--- src/rtl/stall_pkg.sv ---
package stall_pkg;

   // AXI bus widths
   localparam int addr_w = 32;
   localparam int data_w = 64;
   localparam int strb_w = data_w / 8;
   localparam int id_w   = 4;
   localparam int len_w  = 8;

   // 4 KB pages, the offset below page_lsb is never translated
   localparam int page_lsb = 12;
   localparam int ppn_w    = addr_w - page_lsb;

   // Translation table geometry
   localparam int tbl_entries = 8;
   localparam int tbl_idx_w   = 3;

   // B channel response codes
   localparam logic [1:0] resp_okay   = 2'b00;
   localparam logic [1:0] resp_slverr = 2'b10;

   // One single-beat write, address and data merged
   typedef struct packed {
      logic [id_w-1:0]   id;
      logic [addr_w-1:0] addr;
      logic [data_w-1:0] data;
      logic [strb_w-1:0] strb;
   } wr_req_t;

   // Page lookup request toward the table
   typedef struct packed {
      logic             valid;
      logic [ppn_w-1:0] hppa;
   } cpu_reqpkt_t;

   // Lookup answer, ppa only meaningful with allow_access set
   typedef struct packed {
      logic             allow_access;
      logic [ppn_w-1:0] ppa;
   } hawk_cpu_ovrd_pkt_t;

   // Table entry write from the configuration side
   typedef struct packed {
      logic                 valid;
      logic [tbl_idx_w-1:0] idx;
      logic [ppn_w-1:0]     hppa;
      logic [ppn_w-1:0]     ppa;
      logic                 allow;
   } tbl_cfg_t;

endpackage

--- src/rtl/wr_capture.sv ---
`timescale 1ns/1ns

module wr_capture import stall_pkg::*; (
   input  logic              clk,
   input  logic              rst,
   input  logic [id_w-1:0]   s_awid,
   input  logic [addr_w-1:0] s_awaddr,
   input  logic [len_w-1:0]  s_awlen,
   input  logic              s_awvalid,
   output logic              s_awready,
   input  logic [data_w-1:0] s_wdata,
   input  logic [strb_w-1:0] s_wstrb,
   input  logic              s_wlast,
   input  logic              s_wvalid,
   output logic              s_wready,
   output wr_req_t           cap_req,
   output logic              cap_valid,
   input  logic              cap_ready
);

   logic              aw_have;
   logic              w_have;
   logic [id_w-1:0]   aw_id_q;
   logic [addr_w-1:0] aw_addr_q;
   logic [data_w-1:0] w_data_q;
   logic [strb_w-1:0] w_strb_q;

   // Each channel has its own holding flag, so AW and W may come in any order
   always_ff @(posedge clk or posedge rst) begin
      if (rst) begin
         aw_have   <= 1'b0;
         w_have    <= 1'b0;
         cap_valid <= 1'b0;
         s_awready <= 1'b0;
         s_wready  <= 1'b0;
      end else if (cap_valid && cap_ready) begin
         // Merged request taken so both channels open again
         aw_have   <= 1'b0;
         w_have    <= 1'b0;
         cap_valid <= 1'b0;
         s_awready <= 1'b1;
         s_wready  <= 1'b1;
      end else begin
         if (s_awvalid && s_awready) begin
            aw_have   <= 1'b1;
            s_awready <= 1'b0;
         end else if (!aw_have) begin
            s_awready <= 1'b1;
         end
         if (s_wvalid && s_wready) begin
            w_have   <= 1'b1;
            s_wready <= 1'b0;
         end else if (!w_have) begin
            s_wready <= 1'b1;
         end
         // Present one cycle after the second beat lands
         cap_valid <= aw_have && w_have;
      end
   end

   always_ff @(posedge clk) begin
      if (s_awvalid && s_awready) begin
         aw_id_q   <= s_awid;
         aw_addr_q <= s_awaddr;
      end
      if (s_wvalid && s_wready) begin
         w_data_q <= s_wdata;
         w_strb_q <= s_wstrb;
      end
   end

   always_comb begin
      cap_req.id   = aw_id_q;
      cap_req.addr = aw_addr_q;
      cap_req.data = w_data_q;
      cap_req.strb = w_strb_q;
   end

   // Only single-beat writes are supported by the stall path
   a_single_awlen: assert property (@(posedge clk) disable iff (rst)
      (s_awvalid && s_awready) |-> (s_awlen == '0));

   a_single_wlast: assert property (@(posedge clk) disable iff (rst)
      (s_wvalid && s_wready) |-> s_wlast);

endmodule

--- src/rtl/page_lookup.sv ---
`timescale 1ns/1ns

module page_lookup import stall_pkg::*; (
   input  logic               clk,
   input  logic               rst,
   input  tbl_cfg_t           cfg,
   input  cpu_reqpkt_t        cpu_reqpkt,
   output hawk_cpu_ovrd_pkt_t hawk_cpu_ovrd_pkt
);

   logic [tbl_entries-1:0] tbl_valid;
   logic [tbl_entries-1:0] tbl_allow;
   logic [ppn_w-1:0]       tbl_hppa [tbl_entries];
   logic [ppn_w-1:0]       tbl_ppa  [tbl_entries];

   logic [tbl_entries-1:0] match_vec;
   logic                   hit;
   logic [ppn_w-1:0]       hit_ppa;
   logic                   allow_q;
   logic [ppn_w-1:0]       ppa_q;

   // Entries only ever become valid, rewriting an index replaces it
   always_ff @(posedge clk or posedge rst) begin
      if (rst) begin
         tbl_valid <= '0;
      end else if (cfg.valid) begin
         tbl_valid[cfg.idx] <= 1'b1;
      end
   end

   always_ff @(posedge clk) begin
      if (cfg.valid) begin
         tbl_hppa[cfg.idx]  <= cfg.hppa;
         tbl_ppa[cfg.idx]   <= cfg.ppa;
         tbl_allow[cfg.idx] <= cfg.allow;
      end
   end

   // Full associative search against the requested host page
   always_comb begin
      match_vec = '0;
      hit       = 1'b0;
      hit_ppa   = '0;
      for (int i = 0; i < tbl_entries; i++) begin
         match_vec[i] = tbl_valid[i] && (tbl_hppa[i] == cpu_reqpkt.hppa);
         if (match_vec[i] && tbl_allow[i]) begin
            hit     = 1'b1;
            hit_ppa = tbl_ppa[i];
         end
      end
   end

   // Answer is registered, one cycle behind the request
   always_ff @(posedge clk or posedge rst) begin
      if (rst) begin
         allow_q <= 1'b0;
      end else begin
         allow_q <= cpu_reqpkt.valid && hit;
      end
   end

   always_ff @(posedge clk) begin
      ppa_q <= hit_ppa;
   end

   assign hawk_cpu_ovrd_pkt.allow_access = allow_q;
   assign hawk_cpu_ovrd_pkt.ppa          = ppa_q;

   // Config side must not leave two live entries for one host page
   a_unique_hppa: assert property (@(posedge clk) disable iff (rst)
      cpu_reqpkt.valid |-> $onehot0(match_vec));

endmodule

--- src/rtl/cpu_stall_wr.sv ---
`timescale 1ns/1ns

module cpu_stall_wr import stall_pkg::*; (
   input  logic               clk,
   input  logic               rst,
   input  wr_req_t            cap_req,
   input  logic               cap_valid,
   output logic               cap_ready,
   input  logic               hawk_inactive,
   output cpu_reqpkt_t        cpu_reqpkt,
   input  hawk_cpu_ovrd_pkt_t hawk_cpu_ovrd_pkt,
   output wr_req_t            rel_req,
   output logic               rel_valid,
   input  logic               rel_ready
);

   typedef enum logic [1:0] {
      st_idle,
      st_wait,
      st_release
   } state_t;

   state_t  state;
   wr_req_t req_q;
   logic    granted;

   assign granted = (state == st_wait) && hawk_cpu_ovrd_pkt.allow_access;

   always_ff @(posedge clk or posedge rst) begin
      if (rst) begin
         state <= st_idle;
      end else begin
         case (state)
            st_idle: begin
               // With the manager off the write goes out untranslated
               if (cap_valid) begin
                  state <= hawk_inactive ? st_release : st_wait;
               end
            end
            st_wait: begin
               if (granted) begin
                  state <= st_release;
               end
            end
            st_release: begin
               if (rel_ready) begin
                  state <= st_idle;
               end
            end
            default: begin
               state <= st_idle;
            end
         endcase
      end
   end

   // Held write whose page bits are swapped in place once the table grants
   always_ff @(posedge clk) begin
      if (cap_valid && cap_ready) begin
         req_q <= cap_req;
      end else if (granted) begin
         req_q.addr <= {hawk_cpu_ovrd_pkt.ppa, req_q.addr[page_lsb-1:0]};
      end
   end

   assign cap_ready = (state == st_idle);

   // Lookup repeats each cycle until a grant comes back
   // so a missing page just keeps asking
   assign cpu_reqpkt.valid = (state == st_wait) && !hawk_cpu_ovrd_pkt.allow_access;
   assign cpu_reqpkt.hppa  = req_q.addr[addr_w-1:page_lsb];

   assign rel_valid = (state == st_release);
   assign rel_req   = req_q;

   // A grant only answers a lookup issued the cycle before
   a_grant_follows_req: assert property (@(posedge clk) disable iff (rst)
      hawk_cpu_ovrd_pkt.allow_access |-> $past(cpu_reqpkt.valid));

endmodule

--- src/rtl/wr_issue.sv ---
`timescale 1ns/1ns

module wr_issue import stall_pkg::*; (
   input  logic              clk,
   input  logic              rst,
   input  wr_req_t           rel_req,
   input  logic              rel_valid,
   output logic              rel_ready,
   output logic [id_w-1:0]   m_awid,
   output logic [addr_w-1:0] m_awaddr,
   output logic [len_w-1:0]  m_awlen,
   output logic              m_awvalid,
   input  logic              m_awready,
   output logic [data_w-1:0] m_wdata,
   output logic [strb_w-1:0] m_wstrb,
   output logic              m_wlast,
   output logic              m_wvalid,
   input  logic              m_wready,
   input  logic [id_w-1:0]   m_bid,
   input  logic [1:0]        m_bresp,
   input  logic              m_bvalid,
   output logic              m_bready,
   output logic [id_w-1:0]   s_bid,
   output logic [1:0]        s_bresp,
   output logic              s_bvalid,
   input  logic              s_bready
);

   wr_req_t req_q;

   // Next request only once both channels have handed off
   assign rel_ready = !m_awvalid && !m_wvalid;

   // AW and W complete independently, each valid clears on its own ready
   always_ff @(posedge clk or posedge rst) begin
      if (rst) begin
         m_awvalid <= 1'b0;
         m_wvalid  <= 1'b0;
      end else if (rel_valid && rel_ready) begin
         m_awvalid <= 1'b1;
         m_wvalid  <= 1'b1;
      end else begin
         if (m_awready) begin
            m_awvalid <= 1'b0;
         end
         if (m_wready) begin
            m_wvalid <= 1'b0;
         end
      end
   end

   always_ff @(posedge clk) begin
      if (rel_valid && rel_ready) begin
         req_q <= rel_req;
      end
   end

   assign m_awid   = req_q.id;
   assign m_awaddr = req_q.addr;
   assign m_awlen  = '0;
   assign m_wdata  = req_q.data;
   assign m_wstrb  = req_q.strb;
   assign m_wlast  = 1'b1;

   // Write response goes straight back to the CPU
   assign s_bid    = m_bid;
   assign s_bresp  = m_bresp;
   assign s_bvalid = m_bvalid;
   assign m_bready = s_bready;

   a_bresp_code: assert property (@(posedge clk) disable iff (rst)
      m_bvalid |-> (m_bresp == resp_okay || m_bresp == resp_slverr));

endmodule

--- src/rtl/stall_top.sv ---
`timescale 1ns/1ns

module stall_top import stall_pkg::*; (
   input  logic              clk,
   input  logic              rst,
   // CPU side
   input  logic [id_w-1:0]   s_awid,
   input  logic [addr_w-1:0] s_awaddr,
   input  logic [len_w-1:0]  s_awlen,
   input  logic              s_awvalid,
   output logic              s_awready,
   input  logic [data_w-1:0] s_wdata,
   input  logic [strb_w-1:0] s_wstrb,
   input  logic              s_wlast,
   input  logic              s_wvalid,
   output logic              s_wready,
   output logic [id_w-1:0]   s_bid,
   output logic [1:0]        s_bresp,
   output logic              s_bvalid,
   input  logic              s_bready,
   // Memory side
   output logic [id_w-1:0]   m_awid,
   output logic [addr_w-1:0] m_awaddr,
   output logic [len_w-1:0]  m_awlen,
   output logic              m_awvalid,
   input  logic              m_awready,
   output logic [data_w-1:0] m_wdata,
   output logic [strb_w-1:0] m_wstrb,
   output logic              m_wlast,
   output logic              m_wvalid,
   input  logic              m_wready,
   input  logic [id_w-1:0]   m_bid,
   input  logic [1:0]        m_bresp,
   input  logic              m_bvalid,
   output logic              m_bready,
   // Page manager stand-in
   input  tbl_cfg_t          cfg,
   input  logic              hawk_inactive
);

   wr_req_t            cap_req;
   logic               cap_valid;
   logic               cap_ready;
   cpu_reqpkt_t        cpu_reqpkt;
   hawk_cpu_ovrd_pkt_t hawk_cpu_ovrd_pkt;
   wr_req_t            rel_req;
   logic               rel_valid;
   logic               rel_ready;

   wr_capture u_capture (
      .clk       (clk),
      .rst       (rst),
      .s_awid    (s_awid),
      .s_awaddr  (s_awaddr),
      .s_awlen   (s_awlen),
      .s_awvalid (s_awvalid),
      .s_awready (s_awready),
      .s_wdata   (s_wdata),
      .s_wstrb   (s_wstrb),
      .s_wlast   (s_wlast),
      .s_wvalid  (s_wvalid),
      .s_wready  (s_wready),
      .cap_req   (cap_req),
      .cap_valid (cap_valid),
      .cap_ready (cap_ready)
   );

   cpu_stall_wr u_stall (
      .clk               (clk),
      .rst               (rst),
      .cap_req           (cap_req),
      .cap_valid         (cap_valid),
      .cap_ready         (cap_ready),
      .hawk_inactive     (hawk_inactive),
      .cpu_reqpkt        (cpu_reqpkt),
      .hawk_cpu_ovrd_pkt (hawk_cpu_ovrd_pkt),
      .rel_req           (rel_req),
      .rel_valid         (rel_valid),
      .rel_ready         (rel_ready)
   );

   page_lookup u_lookup (
      .clk               (clk),
      .rst               (rst),
      .cfg               (cfg),
      .cpu_reqpkt        (cpu_reqpkt),
      .hawk_cpu_ovrd_pkt (hawk_cpu_ovrd_pkt)
   );

   wr_issue u_issue (
      .clk       (clk),
      .rst       (rst),
      .rel_req   (rel_req),
      .rel_valid (rel_valid),
      .rel_ready (rel_ready),
      .m_awid    (m_awid),
      .m_awaddr  (m_awaddr),
      .m_awlen   (m_awlen),
      .m_awvalid (m_awvalid),
      .m_awready (m_awready),
      .m_wdata   (m_wdata),
      .m_wstrb   (m_wstrb),
      .m_wlast   (m_wlast),
      .m_wvalid  (m_wvalid),
      .m_wready  (m_wready),
      .m_bid     (m_bid),
      .m_bresp   (m_bresp),
      .m_bvalid  (m_bvalid),
      .m_bready  (m_bready),
      .s_bid     (s_bid),
      .s_bresp   (s_bresp),
      .s_bvalid  (s_bvalid),
      .s_bready  (s_bready)
   );

endmodule

--- config.mk ---
export PLATFORM = sky130hd
export DESIGN_NAME = stall_top
export DESIGN_NICKNAME = d
export VERILOG_FILES = /design/src/rtl/stall_pkg.sv /design/src/rtl/wr_capture.sv /design/src/rtl/page_lookup.sv /design/src/rtl/cpu_stall_wr.sv /design/src/rtl/wr_issue.sv /design/src/rtl/stall_top.sv
export SDC_FILE = /design/constraint.sdc
export NUM_CORES = 1
export LEC_CHECK = 0
export BUFFER_PORTS_ARGS = -buffer_cell sky130_fd_sc_hd__buf_2
export CORE_MARGIN = 3
export CORE_UTILIZATION = 37
export DETAILED_ROUTE_END_ITERATION = 16
export SLEW_MARGIN = 20
export SYNTH_ARGS = -nofsm -noshare
export SYNTH_HDL_FRONTEND = slang
export SYNTH_SLANG_ARGS = --single-unit
export TNS_END_PERCENT = 100
--- constraint.sdc ---
create_clock -name clk -period 5.4 [get_ports clk]
set_input_delay 0.54 -clock clk [delete_from_list [all_inputs] [get_ports clk]]
set_output_delay 0.54 -clock clk [all_outputs]
set_load 0.05 [all_outputs]
==> results.cfg <==
[drt]
wirelength_um = 57600
dr.pass1.iters = 6
wl_per_cell_um = 23.3
vias = 12300
first_iter_violations = 1064
drc_errors = 0
viasPerCell = 4.98
ant_nets = 0

[timing]
maxClockFrequency_mhz = 255
period_minus_slack_ps = 3930
setup_viol = 0
hold_violations = 0
slew_viol_final = 0
hold_ws_ps = 118
rsz0062_at_grt = no
timing.final.crit_share_pct = 72.7
setup_tns_ps = 0
relSlewSlack_pct = 31.6
finClkSkew_ps = 18.0
worst-slew-pin-transition_ps = 1030

[worst_setup_path]
critical_path.max_fanout = 15
arrival_ps = 4380
worst-setup-path-type = reg -> reg
worst_setup_path_start_kind = flop
required_ps = 5850
crit_path_end_kind = flop

[power]
p_clk_share_pct = 33.7
p_int_mw = 10.0
pwr-share-comb_pct = 14.8
max-vdd-ir-drop_mv = 0.335
p_leak_nw = 9.95
power_mw = 14.0
pwr-share-seq_pct = 51.5
p_sw_mw = 3.98
swShare_pct = 28.4
powerDensity_nw_per_um2 = 482

[floorplanning]
start_util_pct = 37.7
die_area_um2 = 69300
die_x_um = 263
ioPinCount = 306
fp-row-count = 93
die_h_um = 263
coreArea_um2 = 64900

[yosys]
synth_seq_area_share_pct = 83.5
synth_edf_count = 652
async_flop_share_pct = 2.61
ys_seq_elements = 690
syn-cell-area_um2 = 24500
ys_types = 51
avgSynthCellArea_um2 = 19.6
synth_cells = 1248
synth_flop_cell = edfxtp_1
yosys_warnings = 0

[final_layout]
areaGrowthSynthToFinish_pct = 18.8
fin_area_um2 = 29100
drive_above_1_share_pct = 28.5
fin_nets = 1737

[run]
max-cap-violations = 0

[clock_network]
clock_sinks = 690
cts-root-buf = clkbuf_16
cts_tree = done
h-tree-depth = 3
ctsHoldBuffers = 0
clk_pin_slew_ps = 60
cts_setup_buffers = 0
clock_latency_ps = 600
clockBufferDepth = 3
cts_resized = 0
numCtsBuffers = 72

[run_status]
status = finished, final reports clean

[global_route]
antenna_found_initial = 13
grt_max_degree = 74
globalRouteOverflowTotal = 0
grtUsageTotal_pct = 16.3
grt_pass1_vias = 12200
grt_pass1_wl_um = 83500

[place]
place.detailed.hpwl_um = 35600
place_area_um2 = 26800
io_buffers = 271
globalplace.congestion = 0.748

[hold_path]
hp-class = in -> reg
layout make-up:
class,count,area [µm²]
Fill cell,5632,35800
Clock buffer,98,2020
Clock inverter,31,238
Antenna cell,2,5.00
Multi-Input combinational cell,490,3720
Sequential cell,690,20400
Inverter,8,32.5
Tap cell,855,1070
Timing Repair Buffer,298,1570
critical path, stage by stage, from the launching register on:
cell	delay (ps)
edfxtp_1	680
xor2_1	270
nor4_1	570
nand4_1	360
nor2_1	840
buf_4	400
nor4_1	100
a221oi_1	370
o21ai_0	180
stage by stage:
step           instances  utilization [%]  setup slack [ps]
2_1_floorplan       1255                -              1350
3_3_place_gp        2339             41.3              1640
3_5_place_dp        2340             41.3              1550
4_1_cts             2469             44.8              1490
5_1_grt             2471             44.8              1290
6_report            2472             44.8              1470
layer usage:
layer | vias up | share of wire [%] | global-route usage (%)
met1 | 6209 | 43 | 22.6
met4 | 8 | 2.2 | 4.25
met5 | - | 0.096 | 0
met3 | 95 | 8.3 | 4.47
li1 | 5466 | - | -
met2 | 541 | 46 | 25.7
layout by cell type, fill, tap and decap left out, drive strengths merged, types with 3 or more instances in the layout:
cell type / Yosys / final
nand4: 21 / 21
nand2: 31 / 31
nor4: 42 / 42
nand3: 6 / 6
mux2: 20 / 20
a21oi: 3 / 3
and2: 16 / 16
clkinvlp: 0 / 3
conb: 2 / 9
o21ai: 44 / 44
dfxtp: 20 / 20
buf: 46 / 298
inv: 8 / 10
xnor2: 58 / 58
nor2: 21 / 21
clkbuf: 21 / 98
a221oi: 19 / 19
dfrtp: 18 / 18
or2: 9 / 9
xor2: 101 / 101
clkinv: 0 / 24
nor3: 28 / 28
a221o: 36 / 36
edfxtp: 652 / 652
nand2b: 7 / 7
Yosys cell counts, types with 2 or more instances:
| cell type | number | share of area (%) |
|---|---|---|
| buf_6 | 5 | 0.23 |
| o21ai_1 | 10 | 0.20 |
| nand4_1 | 20 | 0.51 |
| nand2b_1 | 7 | 0.18 |
| conb_1 | 2 | 0.031 |
| nand2_1 | 31 | 0.48 |
| dfxtp_1 | 20 | 1.6 |
| nor3_1 | 27 | 0.55 |
| nor4_2 | 4 | 0.20 |
| a221oi_1 | 18 | 0.64 |
| buf_2 | 14 | 0.29 |
| buf_4 | 27 | 0.83 |
| nand3_1 | 6 | 0.12 |
| a221o_1 | 36 | 1.5 |
| clkbuf_1 | 21 | 0.32 |
| or2_2 | 9 | 0.23 |
| xor2_1 | 101 | 3.6 |
| o21ai_0 | 34 | 0.70 |
| nor2_1 | 20 | 0.31 |
| nor4_1 | 37 | 0.95 |
| xnor2_1 | 58 | 2.1 |
| edfxtp_1 | 652 | 80 |
| and2_1 | 16 | 0.41 |
| a21oi_1 | 3 | 0.061 |
| mux2_2 | 20 | 0.92 |
| dfrtp_1 | 18 | 1.8 |
| inv_1 | 8 | 0.12 |
cells by family (layout without fill, tap and decap cells):
group,Yosys count,in the layout,synth area share (%)
xor gates and xnor gates,159,159,5.69
muxes,21,21,0.961
buffers and inverters,75,435,1.79
other,2,11,0.0307
AOI/OAI and AO/OA,113,113,3.65
DFF,690,690,83.5
and+or+nand+nor,188,188,4.39
power by group through the flow:
stage	sequential [mW]	combinational (mW)	clock (mW)
2_1_floorplan	7.89	0.872	0
4_1_cts	7.25	2.12	4.84
5_1_grt	7.30	2.22	5.08
6_report	7.23	2.08	4.72
3_3_place_gp	7.33	2.10	0
3_5_place_dp	7.35	2.12	0
path summary, 6_finish.rpt:
check                      cells past startpoint  slack [ps]                 endpoint                    from
setup / recovery                               8        1470        u_lookup.ppa_q[3]  u_stall.cpu_reqpkt[18]
hold / removal                                 1         120  u_capture.aw_addr_q[16]            s_awaddr[16]
setup reg to reg                               8        1470        u_lookup.ppa_q[3]  u_stall.cpu_reqpkt[18]
hold reg to reg                                0         410        u_issue.m_awid[0]    u_stall.rel_req[104]
max in group asynchronous                      2        4700         u_stall.state[0]                     rst
min in group asynchronous                      2         150    u_lookup.tbl_valid[5]                     rst
registers in the layout, indices dropped and copies added, names as in the netlist, 2 cells and up:
| name | count |
|---|---|
| u_lookup.ppa_q | 20 |
| u_issue.m_wdata | 64 |
| u_stall.cpu_reqpkt | 20 |
| u_lookup.tbl_valid | 8 |
| u_issue.m_awid | 4 |
| u_lookup.tbl_hppa | 160 |
| u_lookup.tbl_ppa | 160 |
| u_capture.w_data_q | 64 |
| u_capture.aw_id_q | 4 |
| u_lookup.tbl_allow | 8 |
| u_issue.m_awaddr | 32 |
| u_capture.aw_addr_q | 32 |
| u_stall.state | 2 |
| u_capture.w_strb_q | 8 |
| u_stall.rel_req | 88 |
| u_issue.m_wstrb | 8 |
No activity file was read; power rests on OpenSTA's default activity.
